`src/seg_counter.sv`:
```
`default_nettype none
`timescale 1ns/10ps

module seg_counter (
    input  wire  axis_clk,
    input  wire  aresetn,
    input  wire  tvalid_i,
    output logic first_beat_o,
    output logic second_beat_o
);

    logic       tvalid_q;
    logic [1:0] beat_cnt;

    // rising tvalid marks a new packet
    assign first_beat_o  = tvalid_i & ~tvalid_q;
    assign second_beat_o = tvalid_i & tvalid_q & (beat_cnt == 2'd0);

    always_ff @(posedge axis_clk or negedge aresetn) begin
        if (!aresetn) begin
            tvalid_q <= 1'b0;
            // saturated count means no packet in flight
            beat_cnt <= 2'd3;
        end else begin
            tvalid_q <= tvalid_i;
            if (first_beat_o) begin
                beat_cnt <= 2'd0;
            end else if (tvalid_i && beat_cnt != 2'd3) begin
                beat_cnt <= beat_cnt + 2'd1;
            end
        end
    end

endmodule

`default_nettype wire

```
`config.mk`:
```
export PLATFORM = sky130hd
export DESIGN_NAME = seg_counter
export DESIGN_NICKNAME = d
export VERILOG_FILES = /design/src/seg_counter.sv
export SDC_FILE = /design/constraint.sdc
export NUM_CORES = 1
export LEC_CHECK = 0
export BUFFER_PORTS_ARGS = -buffer_cell sky130_fd_sc_hd__clkbuf_2
export CAP_MARGIN = 20
export CORE_AREA = 2 2 39 41
export CTS_BUF_LIST = sky130_fd_sc_hd__clkbuf_4
export CTS_CLUSTER_SIZE = 12
export DETAILED_ROUTE_END_ITERATION = 16
export DIE_AREA = 0 0 41 43
export GPL_TIMING_DRIVEN = 0
export PLACE_DENSITY = 0.3
export REMOVE_ABC_BUFFERS = 1
export SLEW_MARGIN = 10
export SYNTH_ARGS = -nofsm -noshare
export SYNTH_HDL_FRONTEND = slang
export SYNTH_SLANG_ARGS = --single-unit
```
`constraint.sdc`:
```
create_clock -name axis_clk -period 1.3 [get_ports axis_clk]
set_input_delay 0.065 -clock axis_clk [delete_from_list [all_inputs] [get_ports axis_clk]]
set_output_delay 0.065 -clock axis_clk [all_outputs]
set_load 0.05 [all_outputs]
```
# Word-level counts from Yosys, hierarchy flattened
# Index checks and enable logic that the tools add are counted.
# op_classes
addsub	1
eq_ne	1
n_mux	2
n_bitwise	4
n_reduce_logical	3
# op_table
operator	n
2-to-1 mux 2 bit	2
AND 1 bit	3
adder 2 x 1 -> 2 bit (second input constant)	1
logical NOT 2 bit	1
!= test 2 bit (second input constant)	1
nonzero test 2 bit	1
logical AND 1 bit	1
NOT 1 bit	1
# word_totals
register_bits	3

# Depth between registers and ports, before layout
# depth
depth_word	4
ltp_mapped	4
ltp_nobuf	4

# Worst setup path after synthesis
# OpenSTA, ideal clock, no wires.
# synth_path
kind	flip-flop to output port
from	register tvalid_q
to	output port first_beat_o
arrival_time_ns	1.109
required_ns	1.235
path_slack_ns	0.126
path_stages_with_launch	2
n_path_buf	0
path_cell_list	dfrtp_1 nor2b_1
# synth_between
elab_chain_cells	2
# synth_rtl
item	line	text
start, declared	12	logic tvalid_q;
start signal, assigned	25	tvalid_q <= tvalid_i;
NOT 1 bit	16	assign first_beat_o = tvalid_i & ~tvalid_q;
AND 1 bit	16	
end, declared	8	output logic first_beat_o,
# Every way passes these cells.

# Worst setup path after layout
# layout_path
from	register beat_cnt[1]
to	output port second_beat_o
# layout_between
elab_chain_cells	2
# layout_rtl
item	line	text
start, declared	13	logic [1:0] beat_cnt;
start signal, assigned	29	beat_cnt <= beat_cnt + 2'd1;
logical NOT 2 bit	17	assign second_beat_o = tvalid_i & tvalid_q & (beat_cnt == 2'd0);
AND 1 bit	17	
end, declared	9	output logic second_beat_o
# Every way passes these cells.

==> reports/qor.csv <==
metric,value,unit
pwr dens,1433,mW/mm^2
share of post-route cells with drive strength above 1,62.96,%
DRT iter0 DRCs,4,
Num CTS Buffers,3,
I/O pins,5,
Root Driver,clkbuf_4,
outcome,finished with violations,
H-Tree Level Count,1,
first-pass GRT wire length,572,um
R2R Path Start,beat_cnt[0]$_DFFE_PN1P_,
hold path start,tvalid_i,
largest cells by area after synthesis,"dfstp_2, dfrtp_1, ha_1",
period utilization,103.8,%
Synth Area in Adders,14.81,%
gr usage total,5.327,%
clk sink count,3,
placed instance area,209.0,um^2
cell area after layout,307.8,um^2
Residual DRC,0,
largest net degree at the start of global routing,8,
Clock transition at path regs,0.04,ns
Port Buffers,4,
Post-Synth XOR/XNOR Area,0,%
post-layout util,22.24,%
skew final,0.002158,ns
Slew @ Worst Pin,0.2744,ns
"Slew Viols, Final",0,
CP Launch Point,beat_cnt[1]$_DFFE_PN1P_,
final hold vios,0,
complex-gate fraction of the synthesized area,11.85,%
Post-synth top cells,"dfstp_2, ha_1, inv_1",
mux contribution to synthesized area,0,%
Synth area leader,dfstp_2,
FF-to-FF End,beat_cnt[1]$_DFFE_PN1P_,
sequential power share,28.8,%
number of global-route vias before repair,163,
fin nets,33,
CTS tree,built,
antenna fix cells,0,
DR vias,156,
final setup margin,-0.04942,ns
# rows,14,
Synth async-reset ratio,100.0,%
Net Sw Frac,26.76,%
WL per Instance,7.581,um
Rel. slew slack,81.78,%
Internal,0.3231,mW
critical path's slowest cell,dfstp_2,
crit path capture,second_beat_o,
Clk pwr share,41.2,%
Area Growth Syn to Fin,82.22,%
ys flop type,dfstp_2,
Max IR drop VDD,0.4730,mV
CP startpoint kind,register,
yosys warns,0,
post-synth cell types,12,
global placement routability congestion,0.6124,
CP peak stage delay,0.53,ns
worst path arrival time,1.28,ns
initial core utilization,12.21,%
CP Data Required Time,1.24,ns
kind of critical path,register to output port,
FF-to-FF path depth,4,
multi-input logic area,100.1,um^2
core footprint,0.001384,mm^2
Synth Instances,15,
Pleak,0.1318,nW
Fmax,0.7411,GHz
# setup viols final,1,
simple-gate share of the synthesized area,22.96,%
die area,0.001763,mm^2
"Seq/Total Area, Yosys",45.93,%
post-route ant nets,0,
max-cap violations,0,
Synth top area share,31.11,%
worst path cell trace,inv_2 -> ha_4 -> and3_4 -> clkbuf_16,
Die X,41,um
mapped cell area,168.9,um^2
DR pass1 iterations,2,
failing checks,setup timing,
Vias/cell,3.628,
die span in y,43,um
syn_area_per_cell,11.26,um^2
fillcell total,146,
Register Area,77.57,um^2
largest family of logic cells by synthesized area,simple AND/OR/NAND/NOR gates,
post-layout min period,1.349,ns
unrepaired setup endpoints after global routing,true,
flop2flop setup slack,0.18,ns
total congestion overflow,0,
hold crit path type,input port to register,
NetSw,0.1181,mW
Routed WL,326,um
register bit count reported by yosys,3,
initial antenna violation count,0,
Post-synth EDFFs,0,
Crit Path Max Fanout,2,
Critical Path End Type,output port,
clock latency on the worst-skew pair,0.23,ns
Comb pwr share,29.9,%
clock buffer depth,2,
-- flip-flops by register name (all words and copies together), names as in the netlist --
signal,flops
beat_cnt,2
tvalid_q,1
-- kinds of logic after synthesis --
family,Yosys count
AO/OA/AOI/OAI,3
adder cells (fa/ha/maj),2
buffers and inverters,2
flip-flops,3
AND/OR/NAND/NOR,5
-- worst min-delay path by stage --
stage,cells past startpoint,endpoint
2_1_floorplan,0,tvalid_q$_DFF_PN0_
3_3_place_gp,1,tvalid_q$_DFF_PN0_
3_5_place_dp,1,tvalid_q$_DFF_PN0_
4_1_cts,1,tvalid_q$_DFF_PN0_
5_1_grt,1,tvalid_q$_DFF_PN0_
6_report,1,tvalid_q$_DFF_PN0_
-- stage by stage --
step | cells | hold WS [ns] | total power, mW | setup TNS [ns] | setup WS (ns)
after global placement | 35 | -0.1375 | 0.2016 | 0 | 0.05129
final | 43 | 0.03305 | 0.4411 | -0.04942 | -0.04942
after floorplan | 15 | -0.2306 | 0.1816 | 0 | 0.1257
after CTS | 43 | 0.02197 | 0.4420 | -0.07005 | -0.07005
after global routing | 43 | 0.02581 | 0.4925 | -0.1062 | -0.1062
after detailed placement | 35 | -0.1362 | 0.2023 | 0 | 0.05102
-- cell usage in the layout, fill, tap and decap left out --
| cell type | instances |
|---|---|
| clkbuf_4 | 4 |
| clkbuf_2 | 3 |
| buf_4 | 3 |
| inv_2 | 2 |
| dfstp_2 | 2 |
| nor2b_1 | 1 |
| and3_4 | 1 |
| nand3_1 | 1 |
| nand4b_1 | 1 |
| o211ai_1 | 1 |
| a21boi_1 | 1 |
| nand4bb_1 | 1 |
| o21ai_1 | 1 |
| ha_4 | 1 |
| ha_1 | 1 |
| dlygate4sd3_1 | 1 |
| clkbuf_16 | 1 |
| dfrtp_1 | 1 |
-- critical path: cells and delay by family (launching register included) --
kind                       cells  cell delay (ns)
DFF                            1             0.53
buffers and inverters          2             0.21
and+or+nand+nor                1             0.17
adders and majority gates      1             0.14
-- power groups by stage --
stage | Sequential (mW) | Clock (mW) | Combinational, mW
6_report | 0.127 | 0.182 | 0.132
5_1_grt | 0.129 | 0.211 | 0.153
4_1_cts | 0.127 | 0.193 | 0.122
3_5_place_dp | 0.129 | 0 | 0.0730
3_3_place_gp | 0.129 | 0 | 0.0723
2_1_floorplan | 0.126 | 0 | 0.0552
-- area by class of cell --
class,count,share of cell area (%)
repair buffers,8,23.58
flip-flops and latches,3,25.20
inverters,2,2.439
well taps,16,6.504
multi-input cells,10,32.52
clock buffers,4,9.756
-- metal layers --
metal / GRT usage, % / vias to the layer above / share of wire (%)
met5: 0 / - / 0
met4: 8.000 / 0 / 0
met3: 1.571 / 0 / 4.6
met2: 6.875 / 4 / 54
met1: 5.161 / 75 / 41
li1: - / 77 / -
-- repair_timing --
item	CTS	global route
endpoints found under the hold margin	3	0
setup endpoints to repair	1	1
hold buffers	1	0
resized for setup	7	1
buffers inserted	3	0
pin swaps	1	0
Note: power is estimated with default switching activity, not from simulation.
