`config.mk`:
```
export PLATFORM = sky130hd
export DESIGN_NAME = parse_fsm
export DESIGN_NICKNAME = d
export VERILOG_FILES = /design/src/common/parser_pkg.sv /design/src/parse_fsm.sv
export SDC_FILE = /design/constraint.sdc
export NUM_CORES = 1
export LEC_CHECK = 0
export ABC_AREA = 1
export BUFFER_PORTS_ARGS = -buffer_cell sky130_fd_sc_hd__buf_2
export CAP_MARGIN = 20
export CORE_AREA = 4 4 41 43
export CTS_BUF_LIST = sky130_fd_sc_hd__clkbuf_16
export CTS_CLUSTER_SIZE = 10
export DETAILED_ROUTE_END_ITERATION = 10
export DIE_AREA = 0 0 45 47
export GPL_ROUTABILITY_DRIVEN = 0
export PLACE_DENSITY = 0.47
export SLEW_MARGIN = 20
export SYNTH_ARGS = -nofsm -noshare
export SYNTH_HDL_FRONTEND = slang
export SYNTH_SLANG_ARGS = --single-unit
```
`constraint.sdc`:
```
create_clock -name axis_clk -period 1.6 [get_ports axis_clk]
set_input_delay 0 -clock axis_clk [delete_from_list [all_inputs] [get_ports axis_clk]]
set_output_delay 0 -clock axis_clk [all_outputs]
set_load 0.005 [all_outputs]
```
`src/common/parser_pkg.sv`:
```
`default_nettype none

package parser_pkg;

    // stream, header and PHV widths
    localparam int DATA_W    = 512;
    localparam int HDR_W     = 1024;
    localparam int PHV_W     = 1024;

    // parse action table geometry
    localparam int NUM_ACT   = 10;
    localparam int ACT_W     = 16;
    localparam int ENTRY_W   = NUM_ACT * ACT_W;
    localparam int TBL_DEPTH = 32;

    typedef logic [DATA_W-1:0]            data_t;
    typedef logic [HDR_W-1:0]             hdr_t;
    typedef logic [PHV_W-1:0]             phv_t;
    typedef logic [ENTRY_W-1:0]           entry_t;
    typedef logic [$clog2(TBL_DEPTH)-1:0] tbl_addr_t;
    typedef logic [11:0]                  vlan_t;
    typedef logic [47:0]                  field_val_t;
    typedef logic [2:0]                   cont_idx_t;

    typedef enum logic [1:0] {
        NONE = 2'd0,
        C2B  = 2'd1,
        C4B  = 2'd2,
        C6B  = 2'd3
    } cont_type_e;

    typedef enum logic [2:0] {
        IDLE_S,
        WAIT1_S,
        WAIT2_S,
        PHVGEN_S,
        HALT_S
    } parse_state_e;

    // control packet fields, bit offsets within the first beat
    localparam logic [15:0] CTRL_FLAG     = 16'hf2f1;
    localparam int          CTRL_FLAG_LSB = 320;
    localparam int          MOD_ID_LSB    = 368;
    localparam int          INDEX_LSB     = 384;

    // VLAN ID position in the first data beat
    localparam int          VLAN_LSB      = 116;

endpackage

`default_nettype wire

```
`src/parse_fsm.sv`:
```
`default_nettype none
`timescale 1ns/10ps

module parse_fsm (
    input  wire  axis_clk,
    input  wire  aresetn,
    input  wire  first_beat_i,
    input  wire  m_ready_i,
    output logic start_o,
    output logic clear_o,
    output logic load_o,
    output logic tready_o,
    output logic phv_valid_o
);
    import parser_pkg::*;

    parse_state_e state;

    assign clear_o = (state == IDLE_S);
    assign load_o  = (state == PHVGEN_S);

    always_ff @(posedge axis_clk or negedge aresetn) begin
        if (!aresetn) begin
            state       <= IDLE_S;
            start_o     <= 1'b0;
            tready_o    <= 1'b1;
            phv_valid_o <= 1'b0;
        end else begin
            // extractors fire once the second beat has landed
            start_o     <= (state == WAIT1_S);
            phv_valid_o <= 1'b0;
            case (state)
                IDLE_S: begin
                    if (first_beat_i) begin
                        state    <= WAIT1_S;
                        tready_o <= 1'b0;
                    end
                end
                WAIT1_S: state <= WAIT2_S;
                WAIT2_S: state <= PHVGEN_S;
                PHVGEN_S, HALT_S: begin
                    // hold the PHV until the consumer is ready
                    if (m_ready_i) begin
                        phv_valid_o <= 1'b1;
                        tready_o    <= 1'b1;
                        state       <= IDLE_S;
                    end else begin
                        state <= HALT_S;
                    end
                end
                default: state <= IDLE_S;
            endcase
        end
    end

endmodule

`default_nettype wire

```
# Word-level counts from Yosys, hierarchy flattened
# Index checks and enable logic that the tools add are counted.
# word_totals
word_cells	22
input_bits	4
register_bits	6
out_inout_bits	5
# classes
n_mux	8
eq_ne	6
reduce_logical	4
# ops
operator	n
3-bit one-hot mux with 4 select lines	1
3-bit by 2-bit equality test with 1-bit output (second input constant)	2
3-bit 2-to-1 mux	2
1-bit 2-to-1 mux	4
2-bit != test (second input constant)	2
3-bit by 1-bit equality test with 1-bit output (second input constant)	1
3-bit equality test (second input constant)	1
3-bit zero test	1
3-bit AND reduction	1
1-bit one-hot mux with 2 select lines	1
2-bit nonzero test	1
2-bit OR reduction	1

# Logic depth before layout (Yosys ltp)
# depth
word_depth	4
depth_mapped	8
mapped_depth_nobuf	8

# Least setup slack after synthesis
# No wires, ideal clock.
# synth_timing
kind	register -> register
from	register state[1]
to	register tready_o
stages_incl_launch_ff	9
n_path_buf	0
setup_time_ns	0.077
path_slack_ns	0.689
t_required_ns	1.523
arrival_ns	0.834
path_cell_list	dfrtp_1 > nor2_4 > inv_2 > nand2_1 > nand2_1 > inv_1 > nand2_1 > nand2_1 > nand2_1
# synth_via
elab_chain_len	4
word_cells_on_any_way	9
classes_between	4 x eq/ne; 1 x mux; 4 x reduce/logical
# synth_lines
item	line	source
start: declaration	parse_fsm.sv:17	parse_state_e state;
start signal: assignment	parse_fsm.sv:24	state <= IDLE_S;
start signal: assignment	parse_fsm.sv:35	state <= WAIT1_S;
start signal: assignment	parse_fsm.sv:39	WAIT1_S: state <= WAIT2_S;
3-bit by 2-bit equality test with 1-bit output / 3-bit equality test (equally long branches)	parse_fsm.sv:32	case (state)
2-bit OR reduction	parse_fsm.sv:32	
2-bit != test (no line) / 2-bit nonzero test (equally long branches)	-	
3-bit AND reduction (no line)	-	
end signal: assignment	parse_fsm.sv:26	tready_o <= 1'b1;
end signal: assignment	parse_fsm.sv:36	tready_o <= 1'b0;
end signal: assignment	parse_fsm.sv:45	tready_o <= 1'b1;
end: declaration	parse_fsm.sv:12	output logic tready_o,
# Parallel ways exist; a longest one is shown, timed or not.
# A chain may end at the register's enable or synchronous reset.

# Final worst setup path
# layout_timing
from	register state[1]
to	output port clear_o
# layout_via
elab_chain_len	1
# layout_lines
item	line	source
3-bit zero test	parse_fsm.sv:19	assign clear_o = (state == IDLE_S);
end: declaration	parse_fsm.sv:10	output logic clear_o,
# Every way passes these cells.

==> impl_metrics.csv <==
group,metric,value,unit
worst_setup_path,arrival,1040,ps
logic_synthesis,yosys-top-cells-area,"dfrtp_1 (45%), inv_1 (11%), dfstp_2 (9.5%)",
final_layout,drive_gt1_share,39.1,%
sta,finalSetupTns,0,ps
min_path,min_path_type,"in2reg",
floorplan,io_pins,9,
clocking,cts_sinks,6,
drt,antenna_left,0,
min_path,worstHoldStart,"m_ready_i",
floorplan,coreArea,1300,um^2
global_routing,grt_overflow,0,
drt,drt_iter0_markers,6,
logic_synthesis,ys_ff_latch,6,
pwr,p_comb_share,30.6,%
worst_setup_path,crit_path_start_kind,"flip-flop",
drt,routed_via_density,3.87,
sta,slew_violations,0,
worst_setup_path,r2r-end,"tready_o",
clocking,cts_root_buffer,"clkbuf_16",
global_routing,antenna_found_initial,0,
clocking,cts_tree,"yes",
drt,dr.pass1.iters,2,
logic_synthesis,yosysSeqAreaShare,54.5,%
floorplan,die_w,45,um
logic_synthesis,synth_ff_type,"dfrtp_1",
min_path,holdPathStages,4,
drt,highest_layer,"met3",
drt,remaining_drc_errors,0,
drt,wl_met2,236,um
logic_synthesis,yosysTopAreaCell,"dfrtp_1",
final_layout,area_delta_synth_final,53.2,%
clocking,cts_setup_buffers,0,
worst_setup_path,cp_max_fo,4,
worst_setup_path,r2r-start,"state[1]",
global_routing,grt_pass1_wl,772,um
sta,rsz0062_at_grt,"no",
clocking,htreeDepth,1,
sta,worstMarginPinSlew,178,ps
floorplan,die_y,47,um
global_routing,grtUsageTotal,5.73,%
drt,via_count,236,
min_path,whs_endpoint,"state[2]",
logic_synthesis,synthTopCellsByCount,"inv_1 (8), nand2_1 (6), dfrtp_1 (5)",
final_layout,finalNetCount,51,
worst_setup_path,rrSetupSlack,600,ps
logic_synthesis,synth-async-reset-ratio,100,%
sta,fin_skew,0.586,ps
drt,post_drt_wl_per_cell,8.43,um
logic_synthesis,synth_nets,37,
clocking,cts.repair.resized,0,
sta,hold_viol_final,0,
worst_setup_path,worst-setup-path-type,"reg2out",
global_routing,grt_pass1_vias,201,
logic_synthesis,synth_area,278,um^2
clocking,clkLatencyLatePin,230,ps
worst_setup_path,cp-end-kind,"output pin",
floorplan,start_util,21.3,%
sta,period_needed,1040,ps
pwr,vdd_drop_max,705,uV
worst_setup_path,worst-r2r-cell-count,7,
clocking,path_clk_slew,30,ps
logic_synthesis,synth_top_area_share,45.0,%
drt,met1_length,237,um
pwr,finalPower,0.00101,W
pwr,p_switching,0.000320,W
clocking,cts.path.max_buffers,2,
pwr,p_leak,0.260,nW
place,post-dp-hpwl,393,um
sta,min_period_over_period,65.0,%
final_layout,num-fill-cells,147,
worst_setup_path,cp.required,1600,ps
logic_synthesis,synth.avg_cell_area,8.42,um^2
pwr,power_per_cell_area,2370,nW/um^2
place,numPortBuffers,8,
final_layout,diodes,0,
sta,relSlewSlack,88.1,%
sta,finalSetupViolCount,0,
drt,wl_met3,40,um
logic_synthesis,synth_edf_count,0,
logic_synthesis,ys_warn_count,0,
pwr,pwr-share-seq,29.2,%
floorplan,die-area,2120,um^2
final_layout,utilization,32.7,%
job,timing.max_cap.violations,0,
pwr,swShare,31.7,%
global_routing,grt_max_degree,7,
pwr,clkPwrFrac,40.2,%
logic_synthesis,synthCells,33,
floorplan,rows,13,
sta,fmax,961,MHz
logic_synthesis,synth.distinct_cells,11,
run_status,status,"finished clean",
logic_synthesis,yosysMostFrequentCell,"inv_1",
drt,routed_wl,514,um
clocking,cts_buffers,3,
pwr,p_int,0.000689,W
[worst max-delay path: stages (launching register included)]
cell,delay [ps]
dfrtp_1,420
nor2_4,150
inv_2,60
nor2_1,70
buf_2,110
[sequential cells by signal, summed over array words and instances, names as in the netlist]
name         flops
state            3
phv_valid_o      1
start_o          1
tready_o         1
[power by group through the flow]
stage | clock network (W) | registers (W) | logic (W)
after global routing | 0.000424 | 0.000308 | 0.000345
after global placement | 0 | 0.000299 | 0.000314
after floorplan | 0 | 0.000295 | 0.000209
final | 0.000405 | 0.000295 | 0.000308
after CTS | 0.000414 | 0.000295 | 0.000316
after detailed placement | 0 | 0.000295 | 0.000314
[cells in the final DEF (no fill, tap or decap), drive strengths merged]
master	instances
nor3	1
buf	8
dfstp	1
dlygate4sd3	1
nand2	8
dfrtp	5
nor2	3
inv	11
nand3	5
clkbuf	3
[layout make-up]
type                       count  area [um^2]  share of cell area, %
sequential                     6          151                   35.6
tap                           15         18.8                   4.41
multi-input combinational     17         88.8                   20.9
clock buffer                   3         75.1                   17.6
clock inverter                 1         3.75                  0.882
inverter                      10         37.5                   8.82
timing repair buffer           9         50.0                   11.8
[stage by stage]
step           setup slack [ps]  area (um^2)  std cells  hold slack, ps
3_3_place_gp                593          337         56            -171
4_1_cts                     554          425         61            30.5
5_1_grt                     480          425         61            42.7
2_1_floorplan               689          278         33            -296
6_report                    560          425         61            34.3
3_5_place_dp                594          337         56            -169
[per-layer routing]
metal | vias to the layer above | global-route usage [%]
met5 | - | 0
met2 | 5 | 7.34
met3 | 0 | 4.98
li1 | 121 | -
met1 | 110 | 5.58
met4 | 0 | 5.26
[kinds of logic (layout without fill, tap and decap cells)]
| logic type | count (synthesis) | count (layout) | synth area share, % |
|---|---|---|---|
| AND/OR/NAND/NOR | 17 | 17 | 32.0 |
| buffers and inverters | 10 | 23 | 13.5 |
| flip-flops | 6 | 6 | 54.5 |
[worst max path at each step]
| stage | start | slack [ps] | to | cells after the start |
|---|---|---|---|---|
| finish | state[1] | 560 | clear_o | 4 |
| global placement | state[1] | 590 | tready_o | 8 |
| detailed placement | state[1] | 590 | tready_o | 7 |
| floorplan | state[1] | 690 | tready_o | 8 |
| CTS | state[1] | 550 | clear_o | 4 |
| global route | state[1] | 480 | clear_o | 4 |
[repair_timing]
item                                    CTS  global route
endpoints found under the setup margin    0             0
hold buffers                              1             0
endpoints found under the hold margin     6             0
No activity file was read; power rests on OpenSTA's default activity.
