===== src/common/parser_pkg.sv =====
`default_nettype none

package parser_pkg;

    // stream, header and PHV widths
    localparam int DATA_W    = 512;
    localparam int HDR_W     = 1024;
    localparam int PHV_W     = 1024;

    // parse action table geometry
    localparam int NUM_ACT   = 10;
    localparam int ACT_W     = 16;
    localparam int ENTRY_W   = NUM_ACT * ACT_W;
    localparam int TBL_DEPTH = 32;

    typedef logic [DATA_W-1:0]            data_t;
    typedef logic [HDR_W-1:0]             hdr_t;
    typedef logic [PHV_W-1:0]             phv_t;
    typedef logic [ENTRY_W-1:0]           entry_t;
    typedef logic [$clog2(TBL_DEPTH)-1:0] tbl_addr_t;
    typedef logic [11:0]                  vlan_t;
    typedef logic [47:0]                  field_val_t;
    typedef logic [2:0]                   cont_idx_t;

    typedef enum logic [1:0] {
        NONE = 2'd0,
        C2B  = 2'd1,
        C4B  = 2'd2,
        C6B  = 2'd3
    } cont_type_e;

    typedef enum logic [2:0] {
        IDLE_S,
        WAIT1_S,
        WAIT2_S,
        PHVGEN_S,
        HALT_S
    } parse_state_e;

    // control packet fields, bit offsets within the first beat
    localparam logic [15:0] CTRL_FLAG     = 16'hf2f1;
    localparam int          CTRL_FLAG_LSB = 320;
    localparam int          MOD_ID_LSB    = 368;
    localparam int          INDEX_LSB     = 384;

    // VLAN ID position in the first data beat
    localparam int          VLAN_LSB      = 116;

endpackage

`default_nettype wire


===== src/hdr_buffer.sv =====
`default_nettype none
`timescale 1ns/10ps

module hdr_buffer (
    input  wire                    axis_clk,
    input  wire                    aresetn,
    input  wire parser_pkg::data_t tdata_i,
    input  wire                    tlast_i,
    input  wire                    first_beat_i,
    input  wire                    second_beat_i,
    output parser_pkg::hdr_t       hdr_o,
    output parser_pkg::vlan_t      vlan_o
);
    import parser_pkg::*;

    always_ff @(posedge axis_clk or negedge aresetn) begin
        if (!aresetn) begin
            hdr_o  <= '0;
            vlan_o <= '0;
        end else if (first_beat_i) begin
            hdr_o[DATA_W-1:0] <= tdata_i;
            vlan_o            <= tdata_i[VLAN_LSB +: $bits(vlan_t)];
            // single-beat packet, upper bytes read as zero
            if (tlast_i) begin
                hdr_o[HDR_W-1:DATA_W] <= '0;
            end
        end else if (second_beat_i) begin
            hdr_o[HDR_W-1:DATA_W] <= tdata_i;
        end
    end

endmodule

`default_nettype wire


===== config.mk =====
export PLATFORM = sky130hd
export DESIGN_NAME = hdr_buffer
export DESIGN_NICKNAME = d
export VERILOG_FILES = /design/src/common/parser_pkg.sv /design/src/hdr_buffer.sv
export SDC_FILE = /design/constraint.sdc
export NUM_CORES = 1
export LEC_CHECK = 0
export BUFFER_PORTS_ARGS = -buffer_cell sky130_fd_sc_hd__buf_2
export CAP_MARGIN = 10
export CORE_AREA = 3 3 596 598
export DETAILED_ROUTE_END_ITERATION = 16
export DIE_AREA = 0 0 599 601
export PLACE_DENSITY = 0.37
export SLEW_MARGIN = 20
export SYNTH_ARGS = -nofsm -noshare
export SYNTH_HDL_FRONTEND = slang
export SYNTH_SLANG_ARGS = --single-unit

===== constraint.sdc =====
create_clock -name axis_clk -period 1.03 [get_ports axis_clk]
set_clock_uncertainty 0.15 [all_clocks]
set_input_delay 0.0515 -clock axis_clk [delete_from_list [all_inputs] [get_ports axis_clk]]
set_output_delay 0.0515 -clock axis_clk [all_outputs]
set_load 0.05 [all_outputs]

======== After elaboration in Yosys (flattened, before gate mapping) ========
Index checks and enable logic that the tools add are counted.
word-level totals
  word-level logic and storage cells ...... 9
  register bits after elaboration ......... 1036
  input port bits ......................... 517
cells by class
  equal/unequal tests ..................... 1
  reduce and logical (&&, ||, !) cells .... 2
  multiplexer cells ....................... 3
operators with widths
  kind                  count
  $mux W512             3
  $ne A2 B2 Y1 const B  1
  $reduce_and A2 Y1     1
  $reduce_bool A2 Y1    1

======== Logic depth before layout (Yosys ltp) ========
Gate-level depths: netlist of the first run.
  depth in word-level cells ............... 2
  gate-level depth with buffers ........... 6

======== Worst setup path before layout of the first run ========
No wires, ideal clock.
  kind .................................... reg-to-reg
  start ................................... register hdr_o[116] (netlist name)
  end ..................................... register hdr_o[116]
  library setup time ...................... 0.125 ns
  buffers on the path ..................... 0
  data required time ...................... 0.755 ns
  path slack .............................. -0.120 ns
  arrival time ............................ 0.876 ns
  stages on the path, launching flop included .. 2
  cell sequence ........................... dfrtp_1 mux2_2
RTL lines
  element                        line              RTL
  end signal, assigned by index  hdr_buffer.sv:21  hdr_o[DATA_W-1:0] <= tdata_i;
  end signal, assigned by index  hdr_buffer.sv:28  hdr_o[HDR_W-1:DATA_W] <= tdata_i;
  end, declared                  hdr_buffer.sv:11  output parser_pkg::hdr_t hdr_o,

======== Worst setup path in the final report of the first run ========
  start ................................... register hdr_o[869]
  end ..................................... output port hdr_o[869]
No word-level cell between the ends.

==> implementation parameters, run 1 <==
Parameter                              Value

Routing
  DRC marker count from the first detailed-route iteration    about 1900
  Pre-Repair DR Iteration Count    5
  Remaining routing DRC violations    0
  Ratio of routed vias to standard cells    around 3.6
  Post-DRT Antenna Nets    0
  Total wirelength of the detailed-routed design    approximately 280000 um
  Routed vias    around 39000
  Final routed wire length divided by cell count    roughly 26 um

Global routing
  Overall global routing resource usage    0.148
  Antenna violations before repair    approximately 180
  Global-route wire length before repair    372000 um
  Remaining Overflow, GRT    0
  Via count of the first global-routing pass    42000
  Pin count of the biggest net entering global routing    57

Yosys
  Count of different cell masters after synthesis    11
  Post-synthesis cell area    roughly 42000 um^2
  Warnings from Yosys    0
  Number of storage elements in the synthesis netlist    just over 1000
  Number of standard cells after synthesis    2801
  Mean cell area of the mapped netlist    15.1 um^2
  Largest cells by area after synthesis    sky130_fd_sc_hd__dfrtp_1, sky130_fd_sc_hd__mux2_2, sky130_fd_sc_hd__mux2i_1, sky130_fd_sc_hd__o2bb2ai_1, sky130_fd_sc_hd__buf_2
  Share of the yosys chip area belonging to registers    0.605
  Syn_nets    about 3300
  Dominant cell type by area after synthesis    sky130_fd_sc_hd__dfrtp_1
  Share of the synthesized area in the top cell type    0.605

Layout
  Final net count    6507
  Number of fillers in the final layout    between 30000 and 40000
  Non-Filler Cell Area, Final    84000 um^2
  Area Overhead vs Synth    98.3%
  Top register by number of flip-flops    hdr_o
  Max reg flops    between 1000 and 1500
  Post-route core utilization    0.240
  Largest registers    hdr_o (1024)
  Share of layout cells above drive strength 1    0.530
  Final Instance Count excl. Fillers    approximately 11000
  Leading cell type in the layout, fill and taps excluded    sky130_fd_sc_hd__buf_6
  Commonest non-fill, non-tap cells in the layout    sky130_fd_sc_hd__buf_6, sky130_fd_sc_hd__dlygate4sd3_1, sky130_fd_sc_hd__dfrtp_1

Power and ir drop
  Total Power    approximately 140 mW
  PD cells    roughly 1700 nW/um^2
  Peak supply drop    between 0.001 and 0.0015 V
  Leakage power    37.5 nW

Floorplanning
  Full die area    360000 um^2
  Initial Utilization    0.121
  DIE HEIGHT    approximately 600 um
  Ports placed on the boundary    roughly 1600
  Die boundary width    around 600 um
  Core Box Area    350000 um^2
  Number of standard-cell rows in the floorplan    approximately 220

STA
  Final clock period utilization by the worst path    1.68
  Final worst path period need    1.73 ns
  Hold Vio Cnt, Final    between 500 and 600
  Unrepaired setup endpoints after global routing    true
  Number of max-slew violations in the final report    0
  Fmax achieved    roughly 0.58 GHz
  Hold Worst Slack    -0.292 ns
  Relative slew margins    0.522
  Smallest setup slack after layout    -0.700 ns
  Number of setup violations in the final report    1740
  Slew at the pin closest to its max-slew limit    0.715 ns

Placement
  Post-DP HPWL    about 220000 um
  Number of buffer cells added on primary ports    between 1500 and 2000
  Total cell area at the placement stage    approximately 59000 um^2
  Total placed cells including tap cells    around 9000
  Final weighted congestion of routability-driven global placement    roughly 0.9
  Post-place setup slack    -0.568 ns

Setup path
  Crit path max-delay family    flip-flops
  Sort of element at the end of the critical path    output pin
  Largest fanout on the critical path    2
  CP Launch Type    flop
  Category of the most critical setup path    flop to output pin
  Cell breakdown of the critical path    buf_6, buf_12
  Reg-to-reg startpoint    hdr_o[834]
  Maximum single-stage delay on the critical path    0.43 ns
  Crit path buf inv count    2
  Worst setup path startpoint    hdr_o[869]
  Data required time at the worst endpoint    a little over 0.8 ns
  Arrival time reported for the critical path endpoint    around 1.5 ns
  CP max-delay cell    sky130_fd_sc_hd__dfrtp_2

Status
  Status    finished, violations left
  Failing checks    negative hold slack, negative setup slack

Clocking
  Clk slew on worst S/H paths    around 0.060 ns
  Clock root buffer    sky130_fd_sc_hd__clkbuf_16
  CTS H-tree lvls    4
  Number of buffers inserted during clock tree synthesis    141
  Number of clock sinks seen by CTS    between 1000 and 1500
  Number of buffers on the longest clock path    4
  Later-pin clock latency in the skew report    between 0.8 and 0.9 ns
  Clock tree from TritonCTS    built

Run
  Maximum Capacitance Violations    0

Min path
  Path type of the worst min-delay path    input port to flop
  Hold path startpoint    first_beat_i
[through the flow]
| stage | hold slack [ns] | TNS, ns |
|---|---|---|
| final | -0.292 | -630.12 |
| after global routing | -0.383 | -722.55 |
| after CTS | -0.426 | -1002.52 |
| after detailed placement | -0.0979 | -435.40 |
| after global placement | -0.0945 | -422.60 |
| after floorplan | -0.394 | -104.30 |
[where the power goes]
part | switching [mW] | internal (mW) | total, mW
logic | 26.0 | 18.5 | 44.5
registers | 3.53 | 44.2 | 47.8
clock network | 20.3 | 29.6 | 49.9
[layer usage]
layer | track usage | share of wire | vias to the layer above
li1 | - | - | 17000
met1 | 0.173 | 0.40 | 19800
met2 | 0.253 | 0.49 | 1474
met3 | 0.0445 | 0.073 | 521
met4 | 0.0536 | 0.042 | 82
met5 | 0 | 0.0020 | -
[kinds of logic after synthesis]
group,count (synthesis),share of synthesized area
flip-flops,1024,0.605
AO/OA/AOI/OAI,512,0.106
AND/OR/NAND/NOR,1,0.000148
buffers and inverters,240,0.0320
multiplexers,1024,0.257
[Yosys cell counts]
library cell	n
sky130_fd_sc_hd__dfrtp_1	1024
sky130_fd_sc_hd__mux2_2	512
sky130_fd_sc_hd__mux2i_1	512
sky130_fd_sc_hd__o2bb2ai_1	512
sky130_fd_sc_hd__buf_2	119
sky130_fd_sc_hd__buf_4	43
sky130_fd_sc_hd__clkbuf_1	31
sky130_fd_sc_hd__clkbuf_4	28
sky130_fd_sc_hd__buf_1	14
sky130_fd_sc_hd__buf_6	5
sky130_fd_sc_hd__nor2b_1	1
[final cells by class]
class	count	area, um^2	area share
flip-flops and latches	1024	25800	0.308
well taps	4599	5750	0.0685
multi-input cells	1537	15400	0.183
clock buffers	207	4200	0.0500
repair buffers	3286	32200	0.383
clock inverters	41	455	0.00542
diodes	59	148	0.00176
[path summary, 6_finish.rpt]
| path | endpoint | slack [ns] | depth (start not counted) |
|---|---|---|---|
| max | hdr_o[869] | -0.70 | 2 |
| min in group asynchronous | hdr_o[2] | -0.23 | 3 |
| max reg2reg | hdr_o[834] | -0.53 | 8 |
| max in group asynchronous | hdr_o[779] | -0.18 | 6 |
| min | hdr_o[828] | -0.29 | 3 |
| min reg2reg | hdr_o[115] | 0.37 | 1 |
[timing repair]
action                                 4_1_cts  5_1_grt
setup endpoints to repair                 1040     1885
hold buffers                               970       10
setup buffers                              479       81
endpoints found under the hold margin     2048      899
resized for setup                         1986      138
gates cloned                                 0        0
pin swaps                                    1      142
[tightest hold or removal path, cell delays in order]
cell,delay [ns]
sky130_fd_sc_hd__buf_8,0.15
sky130_fd_sc_hd__buf_12,0.17
sky130_fd_sc_hd__o2bb2ai_1,0.17
No activity file was read; power rests on OpenSTA's default activity.
==> run 2: changes to the inputs <==
==> constraint.sdc (replaced) <==
create_clock -name axis_clk -period 2.1 [get_ports axis_clk]
set_clock_uncertainty 0.15 [all_clocks]
set_input_delay 0.105 -clock axis_clk [delete_from_list [all_inputs] [get_ports axis_clk]]
set_output_delay 0.105 -clock axis_clk [all_outputs]
set_load 0.05 [all_outputs]
==> implementation parameters, run 2 (synthesized netlist as in run 1, its figures left out) <==
Parameter                              Value

Setup path
  CP max-delay cell    sky130_fd_sc_hd__dlygate4sd3_1
  Cell breakdown of the critical path    dlygate4sd3_1, buf_8, buf_12, buf_12, mux2_2, dlygate4sd3_1
  Data required time at the worst endpoint    2.63 ns (+1.80 ns)
  Capture point of the critical path    hdr_o[44]
  Arrival time reported for the critical path endpoint    2.54 ns (+1.01 ns)
  Worst setup path startpoint    first_beat_i
  Category of the most critical setup path    input port to flop
  Maximum single-stage delay on the critical path    0.58 ns (+0.15 ns)
  Slack of the worst reg-to-reg path    0.57 ns (+1.10 ns)
  Largest fanout on the critical path    74 (+72)
  Reg-to-reg startpoint    hdr_o[37]
  R2R cell count    2 (-6)
  Worst r2r dst    hdr_o[37]
  CP Launch Type    input port
  Sort of element at the end of the critical path    flop

Routing
  Pre-Repair DR Iteration Count    5 (unchanged)
  Routed vias    36500 (-6.1%)
  Final routed wire length divided by cell count    27.9 um (+8.9%)
  Ratio of routed vias to standard cells    3.63 (+0.27%)
  Total wirelength of the detailed-routed design    281000 um (+2.0%)
  Post-DRT Antenna Nets    0 (unchanged)
  Remaining routing DRC violations    0 (unchanged)
  DRC marker count from the first detailed-route iteration    2292 (+21%)

Power and ir drop
  Total Power    64.2 mW (-55%)
  Internal portion of total power    40.6 mW (-56%)
  Part of the power in the clock network    0.373 (+0.022)
  Peak supply drop    0.000579 V (-52%)
  Switching share of total power    0.367 (+0.0168)
  Switching power total    23.5 mW (-53%)
  Leakage power    31.9 nW (-15%)
  PD cells    914 nW/um^2 (-46%)
  Combinational fraction of design power    0.269 (-0.044)
  Seq pwr share    0.358 (+0.022)

Global routing
  Pin count of the biggest net entering global routing    121 (+110%)
  Global-route wire length before repair    370000 um (-0.53%)
  Remaining Overflow, GRT    0 (unchanged)
  Via count of the first global-routing pass    37400 (-11%)
  Overall global routing resource usage    0.151 (+0.00275)
  Antenna violations before repair    233 (+32%)

Layout
  Post-route core utilization    0.201 (-0.0395)
  Area Overhead vs Synth    65.7%
  Largest registers    hdr_o (1024)
  Commonest non-fill, non-tap cells in the layout    sky130_fd_sc_hd__buf_2, sky130_fd_sc_hd__dfrtp_1, sky130_fd_sc_hd__dlygate4sd3_1
  Top register by number of flip-flops    hdr_o
  Non-Filler Cell Area, Final    70200 um^2 (-16%)
  Leading cell type in the layout, fill and taps excluded    sky130_fd_sc_hd__buf_2
  Final net count    5829 (-10%)
  Total area of multi-input combinational cells    15400 um^2 (-0.11%)
  Combined flip-flop and latch cell area    25600 um^2 (-0.78%)
  Share of layout cells above drive strength 1    0.447 (-0.0826)
  Max reg flops    1024 (unchanged)
  Number of fillers in the final layout    38100 (+3.1%)
  Final Instance Count excl. Fillers    10100 (-6.3%)

Floorplanning
  Core Box Area    350000 um^2 (unchanged)
  Number of standard-cell rows in the floorplan    217 (unchanged)
  DIE HEIGHT    601 um (unchanged)
  Full die area    360000 um^2 (unchanged)
  Initial Utilization    0.121 (unchanged)
  Die boundary width    599 um (unchanged)
  Ports placed on the boundary    1553 (unchanged)

Clocking
  CTS H-tree lvls    4 (unchanged)
  Later-pin clock latency in the skew report    0.77 ns (-0.05 ns)
  Number of buffers inserted during clock tree synthesis    140 (-0.71%)
  Clock tree from TritonCTS    built
  Clock root buffer    sky130_fd_sc_hd__clkbuf_16
  Number of buffers on the longest clock path    4 (unchanged)
  Number of post-CTS setup repair buffers    0 (-100%)
  Number of clock sinks seen by CTS    1024 (unchanged)
  Clk slew on worst S/H paths    0.05 ns (about the same)

Min path
  Path type of the worst min-delay path    input port to flop

STA
  Unrepaired setup endpoints after global routing    false
  Final worst path period need    2.01 ns
  Smallest setup slack after layout    0.0932 ns (+0.793 ns)
  Fmax achieved    0.498 GHz
  Final clock period utilization by the worst path    0.956
  Hold Worst Slack    0.0658 ns (+0.358 ns)
  Relative slew margins    0.463 (-0.0586)
  Number of setup violations in the final report    0 (-100%)
  Slew at the pin closest to its max-slew limit    0.805 ns (+0.0902 ns)
  Setup TNS after final layout    0 ns (+630.12 ns)
  Number of max-slew violations in the final report    0 (unchanged)
  Hold Vio Cnt, Final    0 (-100%)

Status
  Status    complete, no violations

Placement
  Total cell area at the placement stage    56500 um^2 (-4.2%)
  Final weighted congestion of routability-driven global placement    0.854 (-4.7%)
  Number of buffer cells added on primary ports    1552 (unchanged)
  Post-DP HPWL    231000 um (+4.8%)
  Total placed cells including tap cells    8864 (-1.2%)
  Post-place setup slack    0.405 ns (+0.973 ns)

Run
  Maximum Capacitance Violations    0 (unchanged)
run 2: cell count changes in the layout (fill, tap and decap cells not counted), moves of 109 or more:
cell,before,now
sky130_fd_sc_hd__buf_4,548,89
sky130_fd_sc_hd__buf_2,513,1546
sky130_fd_sc_hd__dfrtp_1,863,1024
sky130_fd_sc_hd__buf_12,173,64
sky130_fd_sc_hd__dfrtp_2,161,0
sky130_fd_sc_hd__buf_6,1061,0
run 2: worst min path at each step:
stage                       from  cells after the start          to
floorplan                aresetn                      0    hdr_o[0]
finish               tdata_i[55]                      3   hdr_o[55]
global placement         aresetn                      1  hdr_o[344]
detailed placement       aresetn                      1  hdr_o[344]
global route         tdata_i[53]                      3   hdr_o[53]
CTS                 tdata_i[442]                      3  hdr_o[442]
run 2: timing repair:
item	4_1_cts	5_1_grt
endpoints found under the setup margin	0	5
hold buffers	907	0
resized for setup	0	3
endpoints found under the hold margin	2048	0
run 2: area by class of cell:
cell class	count	share of cell area
Sequential cell	1024	0.365
Timing Repair Buffer	2609	0.268
Clock buffer	197	0.0564
Clock inverter	38	0.00670
Tap cell	4599	0.0820
Antenna cell	68	0.00242
Multi-Input combinational cell	1537	0.219
run 2: worst max-delay path, delay by kind of cell:
kind | cells | cell delay, ns
muxes | 1 | 0.39
buffers and inverters | 5 | 1.95
run 2: routing by layer:
metal | wire length (um) | vias up | track usage | part of all wire
met1 | 111000 | 18700 | 0.179 | 0.40
met2 | 134000 | 1463 | 0.253 | 0.48
met3 | 26100 | 518 | 0.0564 | 0.093
li1 | - | 15700 | - | -
met5 | 637 | - | 0 | 0.0023
met4 | 8960 | 96 | 0.0390 | 0.032
run 2: power by group through the flow:
stage / sequential (mW) / combinational [mW] / clock [mW]
5_1_grt: 23.2 / 18.0 / 25.7
3_5_place_dp: 23.3 / 15.7 / 0
2_1_floorplan: 29.7 / 3.10 / 0
3_3_place_gp: 23.2 / 15.6 / 0
6_report: 23.0 / 17.3 / 23.9
4_1_cts: 23.0 / 17.6 / 25.0
